## src/design/snd_pkg.sv

```systemverilog
package snd_pkg;

    // board geometry
    localparam int NUM_VOICES = 2;
    localparam int ROM_AW     = 17;     // in-bank ROM address, bank bit sits above
    localparam int SMP_W      = 13;     // signed byte times 4-bit volume

    // mixer
    localparam int MIX_SHIFT  = 4;
    localparam int SAMPLE_DIV = 64;     // clk cycles per output sample
    localparam int BUF_DEPTH  = 2;      // per-voice buffer, also initial credits

    // derived widths
    localparam int CRED_W = $clog2(BUF_DEPTH + 1);
    localparam int PTR_W  = $clog2(BUF_DEPTH);
    localparam int DIV_W  = $clog2(SAMPLE_DIV);
    localparam int SUM_W  = SMP_W + NUM_VOICES + MIX_SHIFT;   // headroom for sum and shift

    // per-voice register offsets, host address bits 3:0
    localparam logic [3:0] REG_START0 = 4'd0;    // start address, low byte first
    localparam logic [3:0] REG_START1 = 4'd1;
    localparam logic [3:0] REG_START2 = 4'd2;
    localparam logic [3:0] REG_END0   = 4'd3;    // end address, low byte first
    localparam logic [3:0] REG_END1   = 4'd4;
    localparam logic [3:0] REG_END2   = 4'd5;
    localparam logic [3:0] REG_VOL    = 4'd6;
    localparam logic [3:0] REG_CTRL   = 4'd7;

    // control register bits
    localparam int CTRL_KEY  = 0;
    localparam int CTRL_LOOP = 1;

    // global bank latch, outside the voice map
    localparam logic [7:0] BANK_ADDR = 8'hf0;

    typedef struct packed {
        logic       wr;
        logic [7:0] addr;   // 7:4 voice, 3:0 register
        logic [7:0] data;
    } host_wr_t;

    typedef struct packed {
        logic [ROM_AW-1:0] start_addr;
        logic [ROM_AW-1:0] end_addr;    // inclusive
        logic [3:0]        vol;
        logic              loop;
    } voice_cfg_t;

endpackage

```

## src/design/snd_regs.sv

```systemverilog
`timescale 1ns/1ps

module snd_regs (
    input  logic                            clk,
    input  logic                            rst,
    input  snd_pkg::host_wr_t               host,
    output snd_pkg::voice_cfg_t             cfg [snd_pkg::NUM_VOICES],
    output logic [snd_pkg::NUM_VOICES-1:0]  key_on,
    output logic [snd_pkg::NUM_VOICES-1:0]  key_off,
    output logic                            bank
);

    logic [3:0] vsel;       // voice select
    logic [3:0] rsel;       // register select
    logic       vhit;       // write lands inside the voice map

    assign vsel = host.addr[7:4];
    assign rsel = host.addr[3:0];
    assign vhit = host.wr && (vsel < snd_pkg::NUM_VOICES);

    always_ff @(posedge clk or posedge rst) begin
        if (rst) begin
            for (int v = 0; v < snd_pkg::NUM_VOICES; v++) begin
                cfg[v] <= '0;
            end
            key_on  <= '0;
            key_off <= '0;
            bank    <= 1'b0;
        end else begin
            key_on  <= '0;      // pulses last one cycle
            key_off <= '0;
            for (int v = 0; v < snd_pkg::NUM_VOICES; v++) begin
                if (vhit && vsel == 4'(v)) begin
                    case (rsel)
                        snd_pkg::REG_START0: cfg[v].start_addr[7:0]  <= host.data;
                        snd_pkg::REG_START1: cfg[v].start_addr[15:8] <= host.data;
                        snd_pkg::REG_START2: cfg[v].start_addr[16]   <= host.data[0];
                        snd_pkg::REG_END0:   cfg[v].end_addr[7:0]    <= host.data;
                        snd_pkg::REG_END1:   cfg[v].end_addr[15:8]   <= host.data;
                        snd_pkg::REG_END2:   cfg[v].end_addr[16]     <= host.data[0];
                        snd_pkg::REG_VOL:    cfg[v].vol              <= host.data[3:0];
                        snd_pkg::REG_CTRL: begin
                            cfg[v].loop <= host.data[snd_pkg::CTRL_LOOP];
                            key_on[v]   <= host.data[snd_pkg::CTRL_KEY];
                            key_off[v]  <= !host.data[snd_pkg::CTRL_KEY];
                        end
                        default: ;  // offsets 8..15 unused
                    endcase
                end
            end
            // bank bit drives ROM address bit 17 of every voice
            if (host.wr && host.addr == snd_pkg::BANK_ADDR) begin
                bank <= host.data[0];
            end
        end
    end

endmodule

```

## src/design/pcm_voice.sv

```systemverilog
`timescale 1ns/1ps

module pcm_voice (
    input  logic                              clk,
    input  logic                              rst,
    input  snd_pkg::voice_cfg_t               cfg,
    input  logic                              key_on,
    input  logic                              key_off,
    input  logic                              bank,
    output logic                              rom_cs,
    output logic [snd_pkg::ROM_AW:0]          rom_addr,
    input  logic [7:0]                        rom_data,
    input  logic                              rom_ok,
    output logic                              push,
    output logic signed [snd_pkg::SMP_W-1:0]  smp,
    input  logic                              credit
);

    logic [snd_pkg::ROM_AW-1:0] addr;       // next byte to fetch
    logic [snd_pkg::ROM_AW:0]   req_addr;   // address of the fetch in flight
    logic                       active;
    logic                       pending;    // fetch issued, rom_ok not seen yet
    logic                       discard;    // fetch in flight belongs to a killed run
    logic [snd_pkg::CRED_W-1:0] credits;
    logic                       start;
    logic                       accept;
    logic                       kill;
    logic                       take;

    assign kill = key_on | key_off;

    // push in this cycle still holds a credit, so wait for it to be spent
    assign start  = active && !pending && !push && credits != '0;
    assign rom_cs = start || pending;
    assign rom_addr = pending ? req_addr : {bank, addr};

    assign accept = rom_cs && rom_ok;
    assign take   = accept && !discard && !kill;

    always_ff @(posedge clk or posedge rst) begin
        if (rst) begin
            addr    <= '0;
            active  <= 1'b0;
            pending <= 1'b0;
            discard <= 1'b0;
            push    <= 1'b0;
            credits <= snd_pkg::CRED_W'(snd_pkg::BUF_DEPTH);
        end else begin
            pending <= rom_cs && !rom_ok;
            discard <= rom_cs && !rom_ok && (discard || kill);
            push    <= take;
            credits <= credits + snd_pkg::CRED_W'(credit) - snd_pkg::CRED_W'(push);

            if (key_on) begin
                addr   <= cfg.start_addr;
                active <= 1'b1;
            end else if (key_off) begin
                active <= 1'b0;     // in-flight fetch runs out and is dropped
            end else if (start) begin
                if (addr == cfg.end_addr) begin
                    if (cfg.loop) begin
                        addr <= cfg.start_addr;
                    end else begin
                        active <= 1'b0;
                    end
                end else begin
                    addr <= addr + 1'b1;
                end
            end
        end
    end

    // payload
    always_ff @(posedge clk) begin
        if (start) begin
            req_addr <= {bank, addr};
        end
        if (take) begin
            smp <= $signed(rom_data) * $signed({1'b0, cfg.vol});  // signed byte x unsigned vol
        end
    end

    // the mixer buffer has room for every push
    a_push_credit: assert property (
        @(posedge clk) disable iff (rst)
        push |-> credits != '0
    );

    // credits come back only for entries this voice pushed
    a_credit_max: assert property (
        @(posedge clk) disable iff (rst)
        credits <= snd_pkg::CRED_W'(snd_pkg::BUF_DEPTH)
    );

endmodule

```

## src/design/snd_mixer.sv

```systemverilog
`timescale 1ns/1ps

module snd_mixer (
    input  logic                              clk,
    input  logic                              rst,
    input  logic [snd_pkg::NUM_VOICES-1:0]    push,
    input  logic signed [snd_pkg::SMP_W-1:0]  smp [snd_pkg::NUM_VOICES],
    output logic [snd_pkg::NUM_VOICES-1:0]    credit,
    output logic signed [15:0]                snd,
    output logic                              sample,
    output logic                              peak
);

    logic [snd_pkg::DIV_W-1:0]        div_cnt;
    logic                             tick;
    logic signed [snd_pkg::SMP_W-1:0] buf_mem [snd_pkg::NUM_VOICES][snd_pkg::BUF_DEPTH];
    logic [snd_pkg::PTR_W-1:0]        wr_ptr [snd_pkg::NUM_VOICES];
    logic [snd_pkg::PTR_W-1:0]        rd_ptr [snd_pkg::NUM_VOICES];
    logic [snd_pkg::CRED_W-1:0]       count [snd_pkg::NUM_VOICES];
    logic [snd_pkg::NUM_VOICES-1:0]   pop;
    logic signed [snd_pkg::SUM_W-1:0] mix;

    function automatic logic [snd_pkg::PTR_W-1:0] ptr_inc(input logic [snd_pkg::PTR_W-1:0] p);
        if (p == snd_pkg::PTR_W'(snd_pkg::BUF_DEPTH - 1)) begin
            return '0;
        end
        return p + 1'b1;
    endfunction

    assign tick = div_cnt == snd_pkg::DIV_W'(snd_pkg::SAMPLE_DIV - 1);

    always_comb begin
        for (int v = 0; v < snd_pkg::NUM_VOICES; v++) begin
            pop[v] = tick && count[v] != '0;    // empty buffer sits this tick out
        end
    end

    // sum of buffer heads, then scaled up
    always_comb begin
        mix = '0;
        for (int v = 0; v < snd_pkg::NUM_VOICES; v++) begin
            if (pop[v]) begin
                mix = mix + buf_mem[v][rd_ptr[v]];
            end
        end
        mix = mix <<< snd_pkg::MIX_SHIFT;
    end

    always_ff @(posedge clk or posedge rst) begin
        if (rst) begin
            for (int v = 0; v < snd_pkg::NUM_VOICES; v++) begin
                wr_ptr[v] <= '0;
                rd_ptr[v] <= '0;
                count[v]  <= '0;
            end
            credit <= '0;
        end else begin
            for (int v = 0; v < snd_pkg::NUM_VOICES; v++) begin
                if (push[v]) begin
                    wr_ptr[v] <= ptr_inc(wr_ptr[v]);
                end
                if (pop[v]) begin
                    rd_ptr[v] <= ptr_inc(rd_ptr[v]);
                end
                count[v] <= count[v] + snd_pkg::CRED_W'(push[v]) - snd_pkg::CRED_W'(pop[v]);
            end
            credit <= pop;  // one credit back per popped entry
        end
    end

    always_ff @(posedge clk) begin
        for (int v = 0; v < snd_pkg::NUM_VOICES; v++) begin
            if (push[v]) begin
                buf_mem[v][wr_ptr[v]] <= smp[v];
            end
        end
    end

    // rate divider and saturating output stage
    always_ff @(posedge clk or posedge rst) begin
        if (rst) begin
            div_cnt <= '0;
            sample  <= 1'b0;
            snd     <= '0;
            peak    <= 1'b0;
        end else begin
            div_cnt <= tick ? '0 : div_cnt + 1'b1;
            sample  <= tick;
            if (tick) begin
                if (mix > 32767) begin
                    snd  <= 16'sh7fff;
                    peak <= 1'b1;
                end else if (mix < -32768) begin
                    snd  <= -16'sh8000;
                    peak <= 1'b1;
                end else begin
                    snd  <= mix[15:0];
                    peak <= 1'b0;
                end
            end
        end
    end

    for (genvar v = 0; v < snd_pkg::NUM_VOICES; v++) begin : gen_chk
        // voice credit count must keep pushes away from a full buffer
        a_no_overflow: assert property (
            @(posedge clk) disable iff (rst)
            push[v] |-> count[v] != snd_pkg::CRED_W'(snd_pkg::BUF_DEPTH)
        );
    end

endmodule

```

## src/design/snd_top.sv

```systemverilog
`timescale 1ns/1ps

module snd_top (
    input  logic                            clk,
    input  logic                            rst,
    input  snd_pkg::host_wr_t               host,
    output logic [snd_pkg::NUM_VOICES-1:0]  rom_cs,
    output logic [snd_pkg::ROM_AW:0]        rom_addr [snd_pkg::NUM_VOICES],
    input  logic [7:0]                      rom_data [snd_pkg::NUM_VOICES],
    input  logic [snd_pkg::NUM_VOICES-1:0]  rom_ok,
    output logic signed [15:0]              snd,
    output logic                            sample,
    output logic                            peak
);

    snd_pkg::voice_cfg_t              cfg [snd_pkg::NUM_VOICES];
    logic [snd_pkg::NUM_VOICES-1:0]   key_on;
    logic [snd_pkg::NUM_VOICES-1:0]   key_off;
    logic                             bank;     // ROM address bit 17, all voices
    logic [snd_pkg::NUM_VOICES-1:0]   push;
    logic [snd_pkg::NUM_VOICES-1:0]   credit;
    logic signed [snd_pkg::SMP_W-1:0] smp [snd_pkg::NUM_VOICES];

    snd_regs u_regs (
        .clk        ( clk       ),
        .rst        ( rst       ),
        .host       ( host      ),
        .cfg        ( cfg       ),
        .key_on     ( key_on    ),
        .key_off    ( key_off   ),
        .bank       ( bank      )
    );

    for (genvar v = 0; v < snd_pkg::NUM_VOICES; v++) begin : gen_voice
        pcm_voice u_voice (
            .clk        ( clk           ),
            .rst        ( rst           ),
            .cfg        ( cfg[v]        ),
            .key_on     ( key_on[v]     ),
            .key_off    ( key_off[v]    ),
            .bank       ( bank          ),
            .rom_cs     ( rom_cs[v]     ),
            .rom_addr   ( rom_addr[v]   ),
            .rom_data   ( rom_data[v]   ),
            .rom_ok     ( rom_ok[v]     ),
            .push       ( push[v]       ),
            .smp        ( smp[v]        ),
            .credit     ( credit[v]     )
        );
    end

    // drains the voices once per sample period
    snd_mixer u_mixer (
        .clk        ( clk       ),
        .rst        ( rst       ),
        .push       ( push      ),
        .smp        ( smp       ),
        .credit     ( credit    ),
        .snd        ( snd       ),
        .sample     ( sample    ),
        .peak       ( peak      )
    );

endmodule

```

## config.mk

```make
export PLATFORM = sky130hd
export DESIGN_NAME = snd_top
export DESIGN_NICKNAME = d
export VERILOG_FILES = /design/src/design/snd_pkg.sv /design/src/design/snd_regs.sv /design/src/design/pcm_voice.sv /design/src/design/snd_mixer.sv /design/src/design/snd_top.sv
export SDC_FILE = /design/constraint.sdc
export NUM_CORES = 1
export LEC_CHECK = 0
export ABC_CLOCK_PERIOD_IN_PS = 6300
export BUFFER_PORTS_ARGS = -buffer_cell sky130_fd_sc_hd__buf_4
export CORE_ASPECT_RATIO = 1.25
export CORE_MARGIN = 5
export CORE_UTILIZATION = 55
export DETAILED_ROUTE_END_ITERATION = 6
export GPL_ROUTABILITY_DRIVEN = 0
export PLACE_DENSITY_LB_ADDON = 0.12
export SLEW_MARGIN = 20
export SYNTH_ARGS = -nofsm -noshare
export SYNTH_HDL_FRONTEND = slang
export SYNTH_SLANG_ARGS = --single-unit
```

## constraint.sdc

```tcl
create_clock -name clk -period 6.3 [get_ports clk]
set_input_delay 1.26 -clock clk [delete_from_list [all_inputs] [get_ports clk]]
set_output_delay 1.26 -clock clk [all_outputs]
set_load 0.03 [all_outputs]
```

Word-level counts from Yosys, hierarchy flattened --
Memory sizes are Yosys's and may differ from the RTL's. Index checks and enable logic that the tools add are counted.
Word-level totals: register bits 225, bits in writable memories 52, bits of input ports 37, output and inout port bits 56, word-level logic and storage cells 234, memories 1
Operators by class: add/sub/neg operators 16, $mul 2, magnitude comparators 9, equal/unequal tests 18, mux-type cells 65, bitwise operators 6, reduce and logical (&&, ||, !) cells 71
Memory list:
- u_mixer.buf_mem | depth 2, width 26, rd ports 2, clocked after Yosys merged registers in 0, wr ports 2, line snd_mixer.sv:16 | logic signed [snd_pkg::SMP_W-1:0] buf_mem [snd_pkg::NUM_VOICES][snd_pkg::BUF_DEPTH];
Operators by type and width (count):
- $mux 17 | 10
- $mux 13 | 8
- $mux 26 | 2
- $mux 1 | 36
- $mux 18 | 2
- $add 17x1->17 const B | 2
- $eq 17x17->1 | 2
- $mux 16 | 2
- $reduce_and 2->1 | 16
- $mux 15 | 2
- $demux 13 s1 | 2
- $mul 8x5->13 | 2
- $logic_and 1x1->1 | 24
- $gt 19x16->1 const B | 1
- $lt 19x16->1 const B | 1
- $eq 4x3->1 const B | 4
- $add 15x13->15 | 1
- $ne 3x3->1 const B | 4
- $reduce_and 3->1 | 4
- $reduce_bool 2->1 | 6
- $reduce_bool 3->1 | 4
- $logic_not 1->1 | 11
- $add 2x1->2 | 4
- $eq 4x1->1 const B | 2
- other kinds (15) | 35

Logic depth before layout (Yosys ltp) --
depth after elaboration 10, gate-level depth with buffers 16, depth with buffers taken out 15

Hierarchy --
From an unflattened synthesis, not the netlist that was laid out.
Second synthesis, totals: cells, all modules 1310, area total of the unflattened synthesis 15780.1 um^2
Modules (own cells, without submodules):
- snd_mixer | instances 1, cells an instance 332, area an instance 4267.8 um^2, seq. area each 2337.2 um^2
- pcm_voice at gen_voice[0].u_voice | instances 1, cells an instance 380, area an instance 4077.7 um^2, seq. area each 1507.7 um^2
- pcm_voice at gen_voice[1].u_voice | instances 1, cells an instance 386, area an instance 4026.4 um^2, seq. area each 1507.7 um^2
- snd_regs | instances 1, cells an instance 212, area an instance 3408.3 um^2, seq. area each 2077.0 um^2

Worst setup path before layout --
Ideal clock, no wire load.
path type input to register, start input rom_data[2] (netlist bit), end register gen_voice[1].u_voice.smp[12] (netlist bit) (data pin), setup time 260 ps, arrival 4294 ps, required time 6040 ps, setup slack 1746 ps, stages 15, buffers on the path 0, cells stage by stage and2_1 -> ha_1 -> inv_1 -> fa_1 -> fa_1 -> inv_1 -> ha_1 -> a21o_1 -> a21oi_1 -> o21bai_1 -> a21oi_1 -> o21ai_0 -> a21o_1 -> a21oi_1 -> xnor2_1
Between the ends: longest elaborated chain between the ends 1
Ends and longest elaborated chain:
- start: declaration | line snd_top.sv:9 | input logic [7:0] rom_data [snd_pkg::NUM_VOICES],
- $mul 8x5->13 | line pcm_voice.sv:79 | smp <= $signed(rom_data) * $signed({1'b0, cfg.vol});
- end signal: assignment | line pcm_voice.sv:79
- end: declaration | line pcm_voice.sv:15 | output logic signed [snd_pkg::SMP_W-1:0] smp,
Every way passes these cells. A chain may end at the register's enable or synchronous reset.

Final worst setup path --
Ends and elaborated chain as after synthesis.

==> summary.txt <==
Route
  – Routed wl met3: 977 µm
  – Final wirelength: 30,600 µm
  – Initial DRC Count: 369
  – Top sig layer: met4
  – Detailed-route DRC error count: 0
  – Antenna Violating Nets Remaining: 0
  – Wl on met1: 12,400 µm
  – Vias per inst: 5.62
  – First-pass detailed-route iteration total: 5
  – Met2 routed WL: 16,500 µm
  – DR vias: 9,766
  – Post-DR wirelength/cell: 17.6 µm

Cells and area
  – Reg area: 7430 µm²
  – Area Growth Syn to Fin: 12.4%
  – Share of cells above drive strength 1: 21.5%
  – Final net count: 1,513
  – Antenna cells: 0
  – Most frequent cells in the layout: 158 x dfrtp_1, 127 x mux2_2, 114 x edfxtp_1
  – Commonest non-fill, non-tap cell in the layout: dfrtp_1
  – # fillers: 2,159
  – Multi-input gate area: 6980 µm²

Worst setup path
  – Req. time, crit path: 6580 ps
  – Critical path endpoint category: flop
  – Setup Crit Path Kind: primary input to flop
  – FF-to-FF setup slack: 2010 ps
  – Worst path top cell family by delay: adder cells
  – CP max-delay cell: fa_1
  – Critical Path Fanout Max: 4
  – Reg-to-reg critical path startpoint: u_mixer.div_cnt[0]
  – Most frequent CP cell: a21oi_1
  – Worst r2r path cells: 14
  – Crit path DAT: 4600 ps
  – CP Launch Type: primary input
  – CP Cell Sequence: buf_4, and2_1, ha_1, inv_1, fa_1, fa_1, inv_1, ha_1, a21o_1, a21oi_1, o21bai_1, a21oi_1, o21ai_0, a21o_1, a21oi_1, xnor2_1
  – WP buf/inv: 3
  – Crit-path max cell delay: 540 ps
  – R2r endpoint: u_mixer.snd[8]

Synth
  – Yosys top cell area share: 26.3%
  – Unique masters post-synth: 72
  – Syn avg cell area: 11.6 µm²
  – Combinational family with the most area after synthesis: simple AND/OR/NAND/NOR gates
  – Synth top area cells: dfrtp_1 26%, edfxtp_1 23%, mux2_2 9.5%
  – Synth Area in Compound Gates: 9.06%
  – Async S/R FF share, synth: 58.4%
  – Area share of fa/ha/maj cells after synthesis: 10.5%
  – Register area share after synthesis: 49.5%
  – Post-Syn Instances: 1,295
  – Mux contribution to synthesized area: 10.8%
  – Number of synthesized register bits: 274
  – Number of flops mapped to enable cells by yosys: 114
  – XOR/XNOR Fraction of Synth Area: 4.78%
  – Biggest area consumer among synthesized cells: dfrtp_1
  – Top_reg_cell synth: dfrtp_1
  – Ys Warns: 0
  – Post-Synthesis Cell Area: 15,000 µm²
  – Synth Area in Simple Gates: 11.1%
  – Syn nets: 1,437

Clock tree
  – Clk_lat worst skew: 530 ps
  – Post-CTS Repair Setup Buffers: 0
  – Clock buffer count from CTS: 28
  – Clk slew on worst S/H paths: 70 ps
  – CTS Root Cell: clkbuf_16
  – H-Tree Level Count: 1
  – PostCTS Resize Cnt: 0
  – Clk buf depth: 3
  – TritonCTS clock tree: built
  – Clk sinks: 274
  – # hold bufs at CTS: 0

Flow run
  – MaxCap Viol Count: 0

STA
  – Setup repair after global routing missed its margin: false
  – Setup TNS Final: 0 ps
  – Crit path time final: 4320 ps
  – Final number of setup-violating endpoints: 0
  – Tightest Pin Transition: 1080 ps
  – Clk_skew: 13.0 ps
  – Slew Viols, Final: 0
  – Crit share post-route: 68.5%
  – Final Hold Vio Count: 0
  – Max Clk Rate: 0.232 GHz
  – Rel. slew slack: 28.3%

Floorplanning
  – Die Width: 158 µm
  – Ports: 93
  – Height of the die: 195 µm
  – Die ar.: 30,700 µm²
  – Core Rows: 67
  – CORE AREA: 26,900 µm²
  – Initial Util: 55.8%

Hold path
  – Min-delay worst type: flop to flop
  – Cells on Worst Hold Path: 0
  – Hold Crit Endpoint: u_mixer.buf_mem[0][45]
  – Worst hold start: gen_voice[1].u_voice.smp[6]

Global route
  – Largest net degree at the start of global routing: 69
  – Number of global-route vias before repair: 10,044
  – Initial antenna violation count: 0
  – Global route overflow: 0
  – First-pass GRT wire length: 50,600 µm
  – All-Layer GR Usage: 20.1%

Power
  – Maximum vdd drop: 284 µV
  – Net Sw Frac: 30.7%
  – Sw power: 1540 µW
  – PwrDens: 296 nW/µm²
  – Leak pwr: 0.00778 µW
  – Total power: 5000 µW
  – Combinational share of power: 21.7%
  – Power share of the clock group: 32.6%
  – Flop pwr share: 45.8%
  – Int Power: 3470 µW

Outcome
  – Status: finished clean

Placed design
  – IO Port Bufs: 92
  – HPWL after DPL: 22,100 µm
-- metal layers --
layer	vias up	GRT usage (%)
met5	-	0
met4	0	5.93
met3	48	2.07
met2	185	36.6
met1	4821	25.1
li1	4712	-
-- final cells by class --
type / instances / area share, %
Timing Repair Buffer: 98 / 4.36
Sequential cell: 274 / 44.0
Clock inverter: 14 / 0.578
Multi-Input combinational cell: 871 / 41.3
Inverter: 98 / 2.23
Tap cell: 345 / 2.56
Clock buffer: 38 / 4.92
-- cell families (layout without fill, tap and decap cells) --
logic type      after synthesis  count (layout)
simple gates                323             323
flops                       274             274
compound gates              215             215
buf+inv                     150             248
mux                         146             146
fa+ha+maj                   105             105
xor+xnor                     82              82
-- metrics by stage --
| step | worst slack (ps) | hold WS, ps | util [%] | instance area [µm²] | std cells |
|---|---|---|---|---|---|
| 3_3_place_gp | 1470 | 422 | 59.3 | 15900 | 1686 |
| 2_1_floorplan | 723 | 421 | - | 15000 | 1295 |
| 4_1_cts | 1980 | 444 | 62.7 | 16900 | 1738 |
| 5_1_grt | 1710 | 456 | 62.7 | 16900 | 1738 |
| 3_5_place_dp | 1420 | 429 | 59.3 | 15900 | 1686 |
| 6_report | 1980 | 443 | 62.7 | 16900 | 1738 |
-- power groups by stage --
| stage | Clock [µW] | Combinational, µW | Sequential, µW |
|---|---|---|---|
| after detailed placement | 0 | 1090 | 2330 |
| after CTS | 1660 | 1100 | 2290 |
| after global placement | 0 | 1070 | 2320 |
| after floorplan | 0 | 833 | 2210 |
| final | 1630 | 1080 | 2290 |
| after global routing | 1740 | 1200 | 2320 |
-- how the worst max path moves through the flow --
stage / from / end / slack, ps / cells past startpoint
detailed placement: rom_data[2] / gen_voice[1].u_voice.smp[12] / 1420 / 16
global placement: rom_data[2] / gen_voice[1].u_voice.smp[12] / 1470 / 16
CTS: rom_data[2] / gen_voice[1].u_voice.smp[12] / 1980 / 16
global route: rom_data[10] / gen_voice[0].u_voice.smp[12] / 1710 / 16
floorplan: rst / gen_voice[0].u_voice.active / 720 / 1
finish: rom_data[2] / gen_voice[1].u_voice.smp[12] / 1980 / 16
-- Yosys cell counts, types with 11 or more instances --
cell and count:
inv_1 96, clkbuf_1 37, o21ai_0 51, mux2_2 127
dfrtp_1 158, xnor2_1 59, and3_1 17, nand2_1 79
ha_1 70, fa_1 35, nand4_1 15, a21o_1 11
a221o_1 11, a21oi_1 83, nor3_1 18, edfxtp_1 114
and2_1 54, nor2_1 60, nand3_1 39, xor2_1 23
mux2i_1 18
-- sequential cells by signal (all words and copies together), names as in the netlist, 4 cells and up --
register,flops
u_regs.cfg,78
u_mixer.buf_mem,52
gen_voice.u_voice.req_addr,36
gen_voice.u_voice.addr,34
gen_voice.u_voice.smp,26
u_mixer.snd,13
u_mixer.div_cnt,6
gen_voice.u_voice.credits,4
u_mixer.count,4
(Power assumes the default switching activity.)
